<file path="config.mk">
export PLATFORM = sky130hd
export DESIGN_NAME = d2h_fis_tagger
export DESIGN_NICKNAME = d
export VERILOG_FILES = /design/src/sata_fis_pkg.sv /design/src/d2h_fis_tagger.sv
export SDC_FILE = /design/constraint.sdc
export NUM_CORES = 1
export LEC_CHECK = 0
export ABC_AREA = 0
export BUFFER_PORTS_ARGS = -buffer_cell sky130_fd_sc_hd__clkbuf_2
export CAP_MARGIN = 20
export CORE_AREA = 2 2 39 41
export DETAILED_ROUTE_END_ITERATION = 10
export DIE_AREA = 0 0 41 43
export HOLD_SLACK_MARGIN = 0.03
export SLEW_MARGIN = 40
export SYNTH_ARGS = -nofsm -noshare
export SYNTH_HDL_FRONTEND = slang
export SYNTH_SLANG_ARGS = --single-unit
</file>
<file path="constraint.sdc">
create_clock -name clk -period 1.5 [get_ports clk]
set_clock_uncertainty 0.2 [all_clocks]
set_input_delay 0.375 -clock clk [delete_from_list [all_inputs] [get_ports clk]]
set_output_delay 0.375 -clock clk [all_outputs]
set_load 0.005 [all_outputs]
</file>
<file path="src/sata_fis_pkg.sv">
// ========================================
// h2d / d2h word type codes, xmit threshold
// ========================================
package sata_fis_pkg;

    // word types written by the host
    typedef enum logic [1:0] {
        FIS_DATA = 2'd0,                     // dma data
        FIS_HEAD = 2'd1,                     // first dword of a FIS
        FIS_LAST = 2'd2                      // final dword of a FIS
    } h2d_type_e;

    // word types handed to the host
    typedef enum logic [1:0] {
        D2H_DATA = 2'd0,                     // FIS body
        D2H_HEAD = 2'd1,                     // first received dword
        D2H_OK   = 2'd2,                     // status word, frame good
        D2H_ERR  = 2'd3                      // status word, frame invalidated
    } d2h_type_e;

    // request a frame once this many dwords wait, even without FIS_LAST
    localparam int unsigned XMIT_START_FILL = 64;

endpackage

</file>
<file path="src/d2h_fis_tagger.sv">
// ========================================
// d2h word tagging, status word at frame end
// ========================================
module d2h_fis_tagger (
    input  logic                    clk,
    input  logic                    rst,
    input  logic                    word_valid,        // dword from the link
    input  logic                    incom_start,       // frame starts, 1 cycle
    input  logic                    incom_done,        // frame good, 1 cycle
    input  logic                    incom_invalidate,  // frame bad, 1 cycle
    output sata_fis_pkg::d2h_type_e tag,               // type of the word pushed now
    output logic                    push               // d2h FIFO write
);
    import sata_fis_pkg::*;

    logic frame_end;
    logic status_push;                                 // extra word after the frame

    assign frame_end = incom_done || incom_invalidate;

    // data words and the status word share the FIFO write
    assign push = word_valid || status_push;

    always_ff @(posedge clk) begin
        if (rst || incom_start) begin
            tag <= D2H_HEAD;                           // next word opens a FIS
        end else if (word_valid) begin
            tag <= D2H_DATA;
        end else if (frame_end) begin
            tag <= incom_invalidate ? D2H_ERR : D2H_OK;
        end
    end

    always_ff @(posedge clk) begin
        if (rst) begin
            status_push <= 1'b0;
        end else begin
            // only after body data, so one status word per frame
            status_push <= frame_end && (tag == D2H_DATA);
        end
    end

endmodule

</file>
After elaboration in Yosys (flattened, before gate mapping)

Cells that the tools add are included.

Bits in writable memories: 0
Register bits after elaboration: 3
Memories: 0
Memory bits (read-only): 0
Bits of input ports: 6
Word-level logic and storage cells: 13
Bits in latches: 0
Output and inout port bits: 3

Add/sub/neg operators: 0
Reductions and logical operators: 7
Shifts and indexed selects: 0
Muxes and demuxes: 3
Equality and inequality tests: 0
Divide/modulo/power cells: 0
Order comparisons: 0
Bitwise gates (word level): 0
$mul: 0

Operators by type and width:

| operator           | number |
|---|---|
| 1-bit logical OR   | 3 |
| 1-bit 2-to-1 mux   | 3 |
| 2-bit zero test    | 1 |
| 2-bit nonzero test | 1 |
| 2-bit OR reduction | 1 |
| 1-bit logical AND  | 1 |

Longest topological paths before layout

Gate-level depths: netlist (run 1).

Word-level depth: 3
Mapped depth: 2

Worst setup path before layout (run 1)

Ideal clock, no wire load.

Path kind: in2out
From: input word_valid
To: output push
Slack: 0.266 ns
Required time: 0.925 ns
Stages: 1
Arrival: 0.659 ns
Cell sequence: or2_2

Cells in the longest elaborated chain, start to end: 1

RTL lines:

| what             | line                 | RTL |
|---|---|---|
| start, declared  | d2h_fis_tagger.sv:7  | `input logic word_valid,` |
| 1-bit logical OR | d2h_fis_tagger.sv:22 | `assign push = word_valid \|\| status_push;` |
| end, declared    | d2h_fis_tagger.sv:12 | `output logic push` |

Every way passes these cells.

Final worst setup path (run 1)

From: register status_push
To: output push

Cells in the longest elaborated chain, start to end: 1

RTL lines:

| what                   | line                 | RTL |
|---|---|---|
| start, declared        | d2h_fis_tagger.sv:17 | `logic status_push;` |
| start signal, assigned | d2h_fis_tagger.sv:39 | `status_push <= frame_end && (tag == D2H_DATA);` |
| 1-bit logical OR       | d2h_fis_tagger.sv:22 |  |

Every way passes these cells.

==> metrics, run 1 <==
status=completed; Worst Hold Class=in2reg; Synth Area in Compound Gates=0; P per Cell Area=1240 nW/um^2; root buf cell=clkbuf_4; Psw=0.04895 mW; Tmin final=1.408 ns; Adder-Cell Fraction of Synth Area=0; setup ws final=0.09210 ns; largest family of logic cells by synthesized area=simple AND/OR/NAND/NOR gates; die area=1763 sq um; clock buffer depth=2; Final nets=30; largest area contributor in the netlist=dfxtp_1; vias in the first global route=100; syn_nets=17; ant diodes=0; #FFs+latches synth=3; GP Congestion=0.5492; Final Setup Violations=0; # rows=14; Slew Limit Fails=0; setup TNS=0 ns; worst-skew pair later-pin latency=0.23 ns; clk slew on worst S/H paths=0.04 ns; CP startpoint kind=flip-flop; Primary FF master, synth=dfxtp_1; Final Cell Area=197.7 sq um; Total GRT Usage=0.02900; area of the mapped netlist=108.9 sq um; final period utilization=0.9386; Final Hold Fails=0; final hold slack=0.1282 ns; critical path endpoint category=output pin; Max rail drop VDD=0.0003430 V; RSZ-0062 raised after global routing=false; CTS buffer count=3; post-synth top area share=0.5517; DRT Pass-1 Iters=2; Clk pwr share=0.560; number of max-cap violations=0; Top Ports=9; Sw Share=0.1997; synthesis-to-layout area growth=81.61%; sequential fraction of the synthesis area=0.5517; Flop pwr share=0.349; WL/cell=6.692 um; multi-input logic area=51.30 sq um; Comb pwr share=0.091; worst slew pin tran=0.2139 ns; drt total wl=261 um; post-layout util=0.1429; Pint=0.1961 mW; Final ANT Viol Nets=0; input/output buffers=8; share of cells above drive strength 1=0.5217; largest net degree at the start of global routing=5; H-tree Lvls=1; Worst EP arrival=0.83 ns; P_leak=0.08614 nW; cell with the most instances after synthesis=dfxtp_1; CP required=0.92 ns; first-pass GRT wire length=338 um; number of synthesized flops with an enable pin=0; xor and xnor area share after synthesis=0; synth top area cells=dfxtp_1, nor4_1, nor3b_1; WS Path Type=reg2out; DR DRC count=0; Mapped Cells=11; most frequent cells after synthesis=dfxtp_1, nor4_1; Seq. cell area=60.06 sq um; FILL cells=157; initial antenna violation count=0; Initial Util=0.07866; Via density=3.128; CTS tree=done; core area=1384 sq um; die height=43 um; Congestion Overflow GR=0; Die Width=41 um; YS warnings=0; Unique masters post-synth=8; Synth Area in Simple Gates=0.4483; Post-synth ARST share=0; CP Max Fanout=1; Avg Synthesized Cell Area=9.896 sq um; Post-DP Area=168.9 sq um; routed vias=122; mux cell area share after synthesis=0; Sinks on Clock Net=3; initial drt markers=1; DP Worst Slack=0.03908 ns; Highest Clock Rate=0.7103 GHz; Rel. slew slack=0.8561
-- logic make-up (layout without fill, tap and decap cells) --
kind of cell,after synthesis,count (layout)
and+or+nand+nor,8,8
buffers and inverters,0,12
DFF,3,3
-- timing repair --
| item | CTS | global route |
|---|---|---|
| hold buffers | 0 | 0 |
| resized for setup | 0 | 1 |
| buffers inserted | 0 | 0 |
| endpoints found under the setup margin | 0 | 1 |
-- stage by stage --
stage,power [mW],cells
final,0.2451,39
after global routing,0.2615,39
after floorplan,0.09364,11
after detailed placement,0.1081,35
after global placement,0.1079,35
after CTS,0.2517,39
-- registers in the layout, summed over array words and instances, names as in the netlist --
register     cells
tag              2
status_push      1
-- layout by cell type, fill, tap and decap left out --
cell type | netlist | routed
nor3_1 | 1 | 1
nor4_1 | 2 | 2
nor3b_1 | 1 | 1
clkbuf_4 | 0 | 3
nor2_1 | 1 | 1
clkbuf_1 | 0 | 1
or4_1 | 1 | 1
clkbuf_2 | 0 | 8
or2_4 | 0 | 1
dfxtp_1 | 3 | 3
nor2b_1 | 1 | 1
-- critical path, stage by stage, from the launching register on --
cell and delay (ns):
dfxtp_1 0.29, or2_4 0.21, clkbuf_2 0.11
-- per-layer routing --
metal,up-vias,global-route usage,part of all wire
met5,-,0,0
met4,0,0,0
met3,0,0.03141,0.084
met2,5,0.03750,0.40
met1,49,0.03492,0.52
li1,68,-,-
-- path summary, 6_finish.rpt --
check                            startpoint  cells past startpoint  slack (ns)     endpoint
worst max-delay path            status_push                      2        0.09         push
worst min-delay path            incom_start                      2        0.13       tag[1]
worst max register to register       tag[0]                      2        0.27       tag[0]
worst min register to register       tag[0]                      1        0.25  status_push
-- power by group through the flow --
stage	registers [mW]	clock network, mW	logic (mW)
finish	0.0856	0.137	0.0223
global route	0.0858	0.151	0.0249
CTS	0.0855	0.145	0.0214
detailed placement	0.0867	0	0.0214
global placement	0.0867	0	0.0211
floorplan	0.0866	0	0.00707
-- final cells by class --
type / instances / area share
sequential: 3 / 0.3038
multi-input combinational: 8 / 0.2595
timing repair buffer: 8 / 0.2025
clock buffer: 4 / 0.1329
tap: 16 / 0.1013
(Power assumes the default switching activity.)
==> run 2: changes to the inputs <==
--- a/config.mk
+++ b/config.mk
@@ -8,10 +8,13 @@
 export ABC_AREA = 0
 export BUFFER_PORTS_ARGS = -buffer_cell sky130_fd_sc_hd__clkbuf_2
 export CAP_MARGIN = 20
+export CELL_PAD_IN_SITES_DETAIL_PLACEMENT = 1
+export CELL_PAD_IN_SITES_GLOBAL_PLACEMENT = 1
 export CORE_AREA = 2 2 39 41
 export DETAILED_ROUTE_END_ITERATION = 10
 export DIE_AREA = 0 0 41 43
 export HOLD_SLACK_MARGIN = 0.03
+export PLACE_DENSITY_LB_ADDON = 0.1
 export SLEW_MARGIN = 40
 export SYNTH_ARGS = -nofsm -noshare
 export SYNTH_HDL_FRONTEND = slang
==> metrics, run 2 (synthesis gave the netlist of run 1 again) <==
status=completed; drt total wl=337 um; Via density=3.410; vias in the first global route=143; Max rail drop VDD=0.0002072 V; die height=43 um; Final nets=30; DRT Pass-1 Iters=1; P per Cell Area=1281 nW/um^2; Total GRT Usage=0.05020; post-layout util=0.1410; routed vias=133; Highest Clock Rate=0.6857 GHz; worst-skew pair later-pin latency=0.23 ns; setup ws final=0.04173 ns; DP Worst Slack=0.03268 ns; Final Hold Fails=0; synthesis-to-layout area growth=79.31%; GP Congestion=0.6606; WS Path Type=in2out; CP startpoint kind=primary input; H-tree Lvls=1; initial drt markers=0; Final Setup Violations=0; Post-CTS Resized=0; final period utilization=0.9722; Congestion Overflow GR=0; largest net degree at the start of global routing=5; # placed instances=35; CTS buffer count=3; Worst Hold Class=in2reg; # rows=14; ant diodes=0; final non-filler cell total=39; final hold slack=0.1250 ns; critical path endpoint category=output pin; P_leak=0.08596 nW; Post-DP Area=168.9 sq um; commonest non-fill, non-tap cell in the layout=clkbuf_2; Tot Pwr=0.2500 mW; Worst EP arrival=0.88 ns; max FFs per register=2; clk slew on worst S/H paths=0.04 ns; Rel. slew slack=0.8536; root buf cell=clkbuf_4; CP Max Fanout=4; number of max-cap violations=0; Tmin final=1.458 ns; Regs by FF count=tag (2), status_push (1); Most flops, register=tag; clock buffer depth=2; CTS tree=done; initial antenna violation count=0; DR DRC count=0; Final ANT Viol Nets=0; Sinks on Clock Net=3; Slew Limit Fails=0; RSZ-0062 raised after global routing=false; worst slew pin tran=0.2175 ns; WL/cell=8.641 um; Final Cell Area=195.2 sq um; share of cells above drive strength 1=0.5217; CP required=0.92 ns; first-pass GRT wire length=524 um; die area=1763 sq um; hold_buf cts=0; core area=1384 sq um; most frequent cells in the layout=clkbuf_2, clkbuf_4, dfxtp_1, nor4_1; Die Width=41 um; setup TNS=0 ns; Top Ports=9; Post-CTS Setup Inserts=0; Initial Util=0.07866; input/output buffers=8
## run 2: cell counts in the layout (fill, tap and decap cells not counted)
No cell type changed its count.
## run 2: worst paths after layout
kind                     from           to  slack (ns)  cells past startpoint
setup / recovery   word_valid         push        0.04                      3
hold / removal    incom_start       tag[1]        0.13                      2
setup reg to reg       tag[0]       tag[0]        0.28                      2
hold reg to reg        tag[0]  status_push        0.26                      1
## run 2: power breakdown
part | switching (mW) | internal, mW
Clock | 0.0433 | 0.0998
Sequential | 0.00192 | 0.0835
Combinational | 0.00940 | 0.0121
Total | 0.0547 | 0.195
## run 2: layer usage
metal  global-route usage  vias to the layer above  share of wire
li1                     -                       64              -
met1              0.04502                       60           0.38
met2              0.06563                        7           0.46
met3              0.04712                        2           0.14
met4              0.04000                        0          0.024
met5                    0                        -              0
## run 2: area by class of cell
| class | instances | area [sq um] |
|---|---|---|
| Clock buffer | 4 | 26.28 |
| Fill cell | 175 | 1189 |
| Multi-Input combinational cell | 8 | 48.80 |
| Sequential cell | 3 | 60.06 |
| Tap cell | 16 | 20.02 |
| Timing Repair Buffer | 8 | 40.04 |
## run 2: critical path: stages
cell	delay, ns
clkbuf_2	0.11
or2_2	0.29
clkbuf_2	0.11
