## src/sata_fifo_pkg.sv

```systemverilog
// ========================================
// FIFO geometry, stored word and fill types
// fill thresholds for host and link flags
// ========================================
package sata_fifo_pkg;

    localparam int FIFO_ADDR_WIDTH = 9;                      // 512 entries per FIFO
    localparam int FIFO_DEPTH      = 1 << FIFO_ADDR_WIDTH;

    typedef logic [31:0] dword_t;                            // FIS payload dword
    typedef logic [1:0]  mask_t;                             // word mask, passed as is

    // memory words plus the output register, 0..513 fits in 10 bits
    typedef logic [FIFO_ADDR_WIDTH:0] fill_t;

    // 36-bit entry as stored in either FIFO
    typedef struct packed {
        logic [1:0] wtype;                                   // h2d or d2h type code
        mask_t      mask;
        dword_t     data;
    } fifo_word_t;

    // h2d_ready while fill <= FIFO_DEPTH - H2D_READY_ROOM
    localparam fill_t H2D_READY_ROOM = fill_t'(8);           // slack for words in flight

    localparam fill_t D2H_MANY_FILL = fill_t'(8);            // host may burst read

    // link gets told to pause from here on
    localparam fill_t D2H_ALMOST_FULL_FILL = fill_t'(448);

endpackage

```

## src/sata_fis_pkg.sv

```systemverilog
// ========================================
// h2d / d2h word type codes, xmit threshold
// ========================================
package sata_fis_pkg;

    // word types written by the host
    typedef enum logic [1:0] {
        FIS_DATA = 2'd0,                     // dma data
        FIS_HEAD = 2'd1,                     // first dword of a FIS
        FIS_LAST = 2'd2                      // final dword of a FIS
    } h2d_type_e;

    // word types handed to the host
    typedef enum logic [1:0] {
        D2H_DATA = 2'd0,                     // FIS body
        D2H_HEAD = 2'd1,                     // first received dword
        D2H_OK   = 2'd2,                     // status word, frame good
        D2H_ERR  = 2'd3                      // status word, frame invalidated
    } d2h_type_e;

    // request a frame once this many dwords wait, even without FIS_LAST
    localparam int unsigned XMIT_START_FILL = 64;

endpackage

```

## src/h2d_xmit_ctrl.sv

```systemverilog
// ========================================
// h2d FIS pending flag and frame request
// ========================================
module h2d_xmit_ctrl (
    input  logic                    clk,
    input  logic                    rst,
    input  logic                    wr,           // host writes a word
    input  sata_fis_pkg::h2d_type_e wr_type,
    input  sata_fifo_pkg::fill_t    fill,         // h2d FIFO fill
    input  logic                    frame_busy,   // link can't take a request now
    output logic                    frame_req     // one pulse per FIS
);
    import sata_fifo_pkg::*;
    import sata_fis_pkg::*;

    logic pending;                                // FIS started, not yet requested
    logic enough;                                 // whole FIS or a big chunk buffered
    logic req_now;

    assign enough = (wr && (wr_type == FIS_LAST)) ||
                    (fill >= fill_t'(XMIT_START_FILL));

    assign req_now = pending && !frame_busy && enough;

    always_ff @(posedge clk) begin
        if (rst) begin
            pending   <= 1'b0;
            frame_req <= 1'b0;
        end else begin
            frame_req <= req_now;
            // clear on the request edge so the next head can't retrigger it
            if (req_now) begin
                pending <= 1'b0;
            end else if (wr && (wr_type == FIS_HEAD)) begin
                pending <= 1'b1;
            end
        end
    end

endmodule

```

## config.mk

```make
export PLATFORM = sky130hd
export DESIGN_NAME = h2d_xmit_ctrl
export DESIGN_NICKNAME = d
export VERILOG_FILES = /design/src/sata_fifo_pkg.sv /design/src/sata_fis_pkg.sv /design/src/h2d_xmit_ctrl.sv
export SDC_FILE = /design/constraint.sdc
export NUM_CORES = 1
export LEC_CHECK = 0
export CAP_MARGIN = 15
export CELL_PAD_IN_SITES_DETAIL_PLACEMENT = 1
export CELL_PAD_IN_SITES_GLOBAL_PLACEMENT = 2
export CORE_AREA = 4 4 41 43
export CTS_CLUSTER_DIAMETER = 60
export DETAILED_ROUTE_END_ITERATION = 10
export DIE_AREA = 0 0 45 47
export DONT_BUFFER_PORTS = 1
export GPL_TIMING_DRIVEN = 0
export PLACE_DENSITY = 0.33
export SLEW_MARGIN = 25
export SYNTH_ARGS = -nofsm -noshare
export SYNTH_HDL_FRONTEND = slang
export SYNTH_SLANG_ARGS = --single-unit
```

## constraint.sdc

```tcl
create_clock -name clk -period 0.8 [get_ports clk]
set_clock_uncertainty 0.15 [all_clocks]
set_input_delay 0 -clock clk [delete_from_list [all_inputs] [get_ports clk]]
set_output_delay 0 -clock clk [all_outputs]
set_load 0.01 [all_outputs]
```

* Word level (Yosys, flattened, before mapping) *
Index checks and enable logic that the tools add are counted.

operators by class
  bitwise operators = 0
  divide/modulo/power cells = 0
  $mul = 0
  $lt $le $gt $ge = 1
  add/subtract/negate cells = 0
  shift-type cells = 0
  equality and inequality tests = 2
  mux-type cells = 0
  reductions and logical operators = 7

operator list
  cell                                                                 number
  greater-or-equal comparator 10 x 7 -> 1 bit (second input constant)  1
  logical AND 1 bit                                                    4
  equality test 2 x 1 -> 1 bit (second input constant)                 1
  equality test 2 bit (second input constant)                          1
  OR reduction 2 bit                                                   1
  zero test 1 bit                                                      1
  logical OR 1 bit                                                     1

word-level totals
  bits of input ports = 16
  memories = 0
  word-level logic and storage cells = 12
  RAM bits = 0
  bits in latches = 0
  output and inout bits = 1
  register bits after elaboration = 2
  bits in read-only memories = 0

* Longest topological paths before layout *
Gate-level depths: netlist (run 1).

  depth in word-level cells = 5
  mapped depth = 3
  gate-level depth less buffers = 3

* Worst setup path after synthesis (run 1) *
OpenSTA, ideal clock, no wires.

  path type = input to register
  from = in fill[9]
  to = reg frame_req
  data arrival time = 0.554 ns
  slack = -0.023 ns
  cell stages on the path = 3
  cells stage by stage = nor4_2 o21ai_1 and4b_2

on the way
  cells in the longest elaborated chain, start to end = 3

RTL lines
  what                                         line                 source
  from (decl)                                  h2d_xmit_ctrl.sv:9   input sata_fifo_pkg::fill_t fill,
  greater-or-equal comparator 10 x 7 -> 1 bit  h2d_xmit_ctrl.sv:21  (fill >= fill_t'(XMIT_START_FILL));
  logical OR 1 bit                             h2d_xmit_ctrl.sv:20  assign enough = (wr && (wr_type == FIS_LAST)) ||
  logical AND 1 bit                            h2d_xmit_ctrl.sv:23  assign req_now = pending && !frame_busy && enough;
  to (signal assigned)                         h2d_xmit_ctrl.sv:30  frame_req <= req_now;
  to (decl)                                    h2d_xmit_ctrl.sv:11  output logic frame_req

No other way between the ends.
A chain may end at the register's enable or synchronous reset.

* Final worst setup path (run 1) *
  from = reg pending
  to = reg pending

on the way
  cells in the longest elaborated chain, start to end = 3

RTL lines
  what                            line                 source
  from (decl)                     h2d_xmit_ctrl.sv:16  logic pending;
  from (signal assigned)          h2d_xmit_ctrl.sv:27  pending <= 1'b0;
  from (signal assigned)          h2d_xmit_ctrl.sv:33  pending <= 1'b0;
  from (signal assigned)          h2d_xmit_ctrl.sv:35  pending <= 1'b1;
  logical AND 1 bit (2 in a row)  h2d_xmit_ctrl.sv:23
  OR reduction 2 bit (no line)    -

No other way between the ends.

==> qor.yml, run 1 <==
drt:
  drtAntennaViolNets: 0
  drt_iter0_drc: 2
  routedWlPerCell_um: 9.214
  drt-vias-per-instance: 3.250
  drtPass1Iterations: 3
  drc: 0
  finalWirelength_um: 258
  vias: 91
global_routing:
  grt_pass1_vias: 104
  overflow: 0
  grt_use_total_pct: 3.155
  grt_pass1_wl_um: 420
  antenna_found_initial: 0
  grt_max_degree: 4
cts:
  clk_pin_slew_ns: 0.03
  cts_made_buffers: 3
  cts_tree: "built"
  cts_setup_buffers: 0
  insertion_delay_ns: 0.22
  root_buffer: "clkbuf_4"
  clock_path_buffers: 2
  cts.sinks: 2
  htree_levels: 1
finish:
  drive_gt1_share_pct: 46.15
  antenna_cells: 0
  nets: 31
  area_growth_pct: 44.74
  nFillCells: 163
power_and_ir_drop:
  p_leak_nw: 0.05216
  p_sw_mw: 0.06010
  clock_power_share_pct: 64.6
  vdd_ir_drop_max_mv: 0.3996
  switching_share_pct: 17.84
  cellPowerDensity_nw_per_um2: 2447
  p_int_mw: 0.2767
  p_total_mw: 0.3368
  p_comb_share_pct: 3.5
  seqPwrFrac_pct: 31.9
yosys:
  ys_warn_count: 0
  synth_compound_area_share_pct: 21.05
  synth_top_family_by_area: "simple AND/OR/NAND/NOR gates"
  netlist-cell-type-count: 8
  ys_seq_elements: 2
  synthCells: 10
  yosys-mux-area-fraction_pct: 0
  synth-seq-area-share_pct: 42.11
  yosys.area_share.simple_pct: 28.95
  synth_area_um2: 95.09
  synth_area_per_cell_um2: 9.509
  synth_fa_ha_area_share_pct: 0
  syn_nets: 26
  synth_xor_area_share_pct: 0
placed_design:
  gp_congestion: 0.5508
  dp_hpwl_um: 223.3
  portBuffers: 0
  preCtsSetupSlack_ns: -0.08386
floorplanning:
  chipHeight_um: 47
  die_w_um: 45
  ios: 17
  die-area_um2: 2115
  core.rowCount: 13
  core-area_um2: 1301
  initial_core_util_pct: 7.308
outcome:
  status: "finished, violations left"
  violations: "negative hold slack"
worst_setup_path:
  r2r_end: "pending"
  arrival_ns: 0.76
  path_max_fanout: 3
  reg2reg_from: "pending"
  path_class: "flop to flop"
  end_kind: "flop"
  rr_worst_depth: 2
  critPathLaunch: "pending"
  setup.worst_path.end: "pending"
  crit_required_ns: 0.77
  r2r_slack_ns: 0.01
  cp-start-kind: "flop"
timing:
  fin_ws_ns: 0.01013
  slew_headroom_pct: 87.52
  setup_violations: 0
  tns_ns: 0
  fmaxAchievable_mhz: 1266
  final_hold_viol_count: 2
  min_period_over_period_pct: 98.73
  fin_hold_ws_ns: -0.3017
  worst_pin_slew_ns: 0.1860
  drv_slew: 0
  rsz0062_at_grt: "true"
  fin_crit_ns: 0.7899
hold_path:
  min_path_type: "input pin to flop"
run:
  maxCapViolCount: 0
## cell usage in the layout, fill, tap and decap left out
cell	instances
inv_1	2
dfxtp_1	1
a31oi_1	1
dfxtp_2	1
nor4_2	1
and4b_2	1
o21ai_1	1
a311oi_1	1
nand2_1	1
clkbuf_4	3
## Yosys cell counts, drive strengths merged
cell type  number  area [um^2]
and4b           1        11.26
o21ai           1        5.000
dfxtp           2        40.04
a31oi           1        6.260
nor4            1        12.51
a311oi          1        8.760
inv             2        7.510
nand2           1        3.750
## per-layer routing
layer	global-route usage (%)	share of wire (%)
met1	4.072	51
met2	2.825	31
met3	4.598	18
met4	0	0
met5	0	0
## logic make-up after synthesis
| logic type | after synthesis |
|---|---|
| AO/OA/AOI/OAI | 3 |
| buffers and inverters | 2 |
| flip-flops | 2 |
| AND/OR/NAND/NOR | 3 |
## cell type report
type,count,area [um^2],share of cell area (%)
clock buffers,3,22.52,16.36
flip-flops and latches,2,41.29,30.00
well taps,15,18.77,13.64
multi-input cells,6,47.55,34.55
inverters,2,7.507,5.455
## state kept, by name, indices dropped and copies added (netlist names)
register and flops:
frame_req 1, pending 1
## power groups by stage
stage               Clock [mW]  Sequential [mW]  Combinational, mW
finish                   0.218            0.107             0.0119
floorplan                    0            0.107             0.0105
global route             0.247            0.108             0.0136
CTS                      0.233            0.107             0.0122
detailed placement           0            0.108             0.0121
global placement             0            0.108             0.0120
## metrics by stage
stage                     util (%)  hold slack [ns]  cells  area [um^2]
after detailed placement     8.750         -0.06513     25        113.9
after global routing         10.58          -0.3058     28        137.6
after CTS                    10.58          -0.3118     28        137.6
final                        10.58          -0.3017     28        137.6
after global placement       8.750         -0.06985     25        113.9
after floorplan                  -         -0.07198     10        95.09
## worst max-delay path, stage by stage, from the launching register on
cell and delay, ns:
dfxtp_2 0.32, a31oi_1 0.04, a311oi_1 0.18
## repair_timing
| item | CTS | global route |
|---|---|---|
| setup endpoints to repair | 1 | 1 |
| gates resized for setup | 1 | 0 |
| hold endpoints to repair | 2 | 2 |
| gates cloned | 0 | 0 |
## worst min-delay path by stage
stage	from	endpoint	slack [ns]	cells after the start
2_1_floorplan	rst	pending	-0.07	1
3_3_place_gp	rst	pending	-0.07	1
3_5_place_dp	rst	pending	-0.07	1
4_1_cts	rst	pending	-0.31	1
5_1_grt	rst	pending	-0.31	1
6_report	rst	pending	-0.30	1
(Power assumes the default switching activity.)
==> run 2, diff against run 1 <==
- PLACE_DENSITY: 0.33 -> 0.32
- clock period: 0.8 -> 1 ns (I/O delays scaled with it)
==> qor.yml, run 2 (synthesis gave the netlist of run 1 again) <==
outcome:
  status: "finished, violations left"
  violations: "negative hold slack"
floorplanning:
  chipHeight_um: 47  # unchanged
  die_w_um: 45  # unchanged
  die-area_um2: 2115  # unchanged
  core.rowCount: 13  # unchanged
  ios: 17  # unchanged
  initial_core_util_pct: 7.308  # unchanged
  core-area_um2: 1301  # unchanged
power_and_ir_drop:
  cellPowerDensity_nw_per_um2: 1576  # -36%
  p_sw_mw: 0.05543  # -7.8%
  clock_power_share_pct: 61.2  # -3.4 points
  seqPwrFrac_pct: 29.7  # -2.2 points
  p_int_mw: 0.2324  # -16%
  vdd_ir_drop_max_mv: 0.2227  # -44%
  switching_share_pct: 19.26  # +1.4 points
  p_total_mw: 0.2879  # -15%
  p_leak_nw: 0.07739  # +48%
  p_comb_share_pct: 9.1  # +5.6 points
cts:
  cts_hold_buf: 4
  cts.sinks: 2  # unchanged
  insertion_delay_ns: 0.22  # about the same
  htree_levels: 1  # unchanged
  cts_made_buffers: 3  # unchanged
  cts_setup_buffers: 0  # unchanged
  clock_path_buffers: 2  # unchanged
  root_buffer: "clkbuf_4"
  cts_tree: "built"
  clk_pin_slew_ns: 0.03  # about the same
worst_setup_path:
  arrival_ns: 0.91  # +0.15 ns
  cp-start-kind: "input pin"
  path_max_fanout: 2  # -1
  crit_required_ns: 0.98  # +0.21 ns
  path_class: "input pin to flop"
  rr_worst_depth: 2  # unchanged
  end_kind: "flop"
placed_design:
  portBuffers: 0  # unchanged
  gp_congestion: 0.6132  # +11%
run:
  maxCapViolCount: 0  # unchanged
timing:
  drv_slew: 0  # unchanged
  fin_hold_ws_ns: -0.1573  # +0.1445 ns
  slew_headroom_pct: 83.71  # -3.8 points
  worst_pin_slew_ns: 0.2423  # +0.05632 ns
  rsz0062_at_grt: "false"
  tns_ns: 0  # unchanged
  fmaxAchievable_mhz: 1068
  fin_crit_ns: 0.9362
  final_hold_viol_count: 2  # unchanged
  setup_violations: 0  # unchanged
  min_period_over_period_pct: 93.62
global_routing:
  grt_use_total_pct: 3.783  # +0.63 points
  grt_pass1_vias: 144  # +38%
  grt_max_degree: 4  # unchanged
  grt_pass1_wl_um: 531  # +26%
  antenna_found_initial: 0  # unchanged
  overflow: 0  # unchanged
drt:
  drt-vias-per-instance: 3.344  # +2.9%
  routedWlPerCell_um: 8.906  # -3.3%
  drtPass1Iterations: 2  # -1
  finalWirelength_um: 285  # +10%
  drt_iter0_drc: 1  # -1
  drc: 0  # unchanged
  vias: 107  # +18%
  drtAntennaViolNets: 0  # unchanged
hold_path:
  min_path_type: "input pin to flop"
  whs_path_depth: 3  # +2
finish:
  nets: 35  # +13%
  top_regs: "frame_req: 1 flops, pending: 1 flops"
  area_growth_pct: 92.11
  drive_gt1_share_pct: 35.29  # -11 points
  nFillCells: 160  # -1.8%
  final_cell_mix: "clkbuf_4, dlygate4sd3_1, inv_1, dfxtp_1"
  antenna_cells: 0  # unchanged
[run 2: final timing paths]
check             start      end  slack, ns
max          wr_type[0]  pending       0.06
min             fill[6]  pending      -0.16
max reg2reg     pending  pending       0.12
min reg2reg     pending  pending       0.33
[run 2: routing by layer]
metal | vias to the layer above | wire (um) | track usage (%)
met3 | 0 | 60 | 4.215
met5 | - | 0 | 0
li1 | 53 | - | -
met2 | 9 | 113 | 5.367
met1 | 45 | 111 | 3.386
met4 | 0 | 0 | 1.754
[run 2: power groups by stage]
stage          clock network [mW]  logic (mW)  registers [mW]
3_5_place_dp                    0      0.0104          0.0864
3_3_place_gp                    0     0.00965          0.0865
4_1_cts                     0.188      0.0243          0.0855
2_1_floorplan                   0     0.00851          0.0860
5_1_grt                     0.194      0.0289          0.0860
6_report                    0.176      0.0261          0.0855
[run 2: final cells by class]
class / instances / area (um^2) / share of cell area, %
Tap cell: 15 / 18.77 / 10.27
Inverter: 2 / 7.507 / 4.110
Sequential cell: 2 / 40.04 / 21.92
Timing Repair Buffer: 4 / 42.54 / 23.29
Multi-Input combinational cell: 6 / 51.30 / 28.08
Clock buffer: 3 / 22.52 / 12.33
[run 2: worst max-delay path, stage by stage]
cell,delay [ns]
dlygate4sd3_1,0.56
a31oi_1,0.10
a311oi_1,0.24
[run 2: repair_timing]
| item | in CTS | in global routing |
|---|---|---|
| hold endpoints to repair | 2 | 2 |
| resized for setup | 0 | 2 |
| setup endpoints to repair | 0 | 2 |
[run 2: through the flow]
stage          hold slack [ns]  cells  worst slack, ns  utilization [%]  instance area (um^2)
6_report               -0.1573     32          0.06379            14.04                 182.7
5_1_grt                -0.1386     32          0.02905            14.04                 182.7
4_1_cts                -0.1052     32          0.01933            13.56                 176.4
3_5_place_dp          -0.06984     25          0.08619            8.750                 113.9
3_3_place_gp          -0.07483     25           0.1103            8.750                 113.9
2_1_floorplan         -0.07786     10           0.1773                -                 95.09
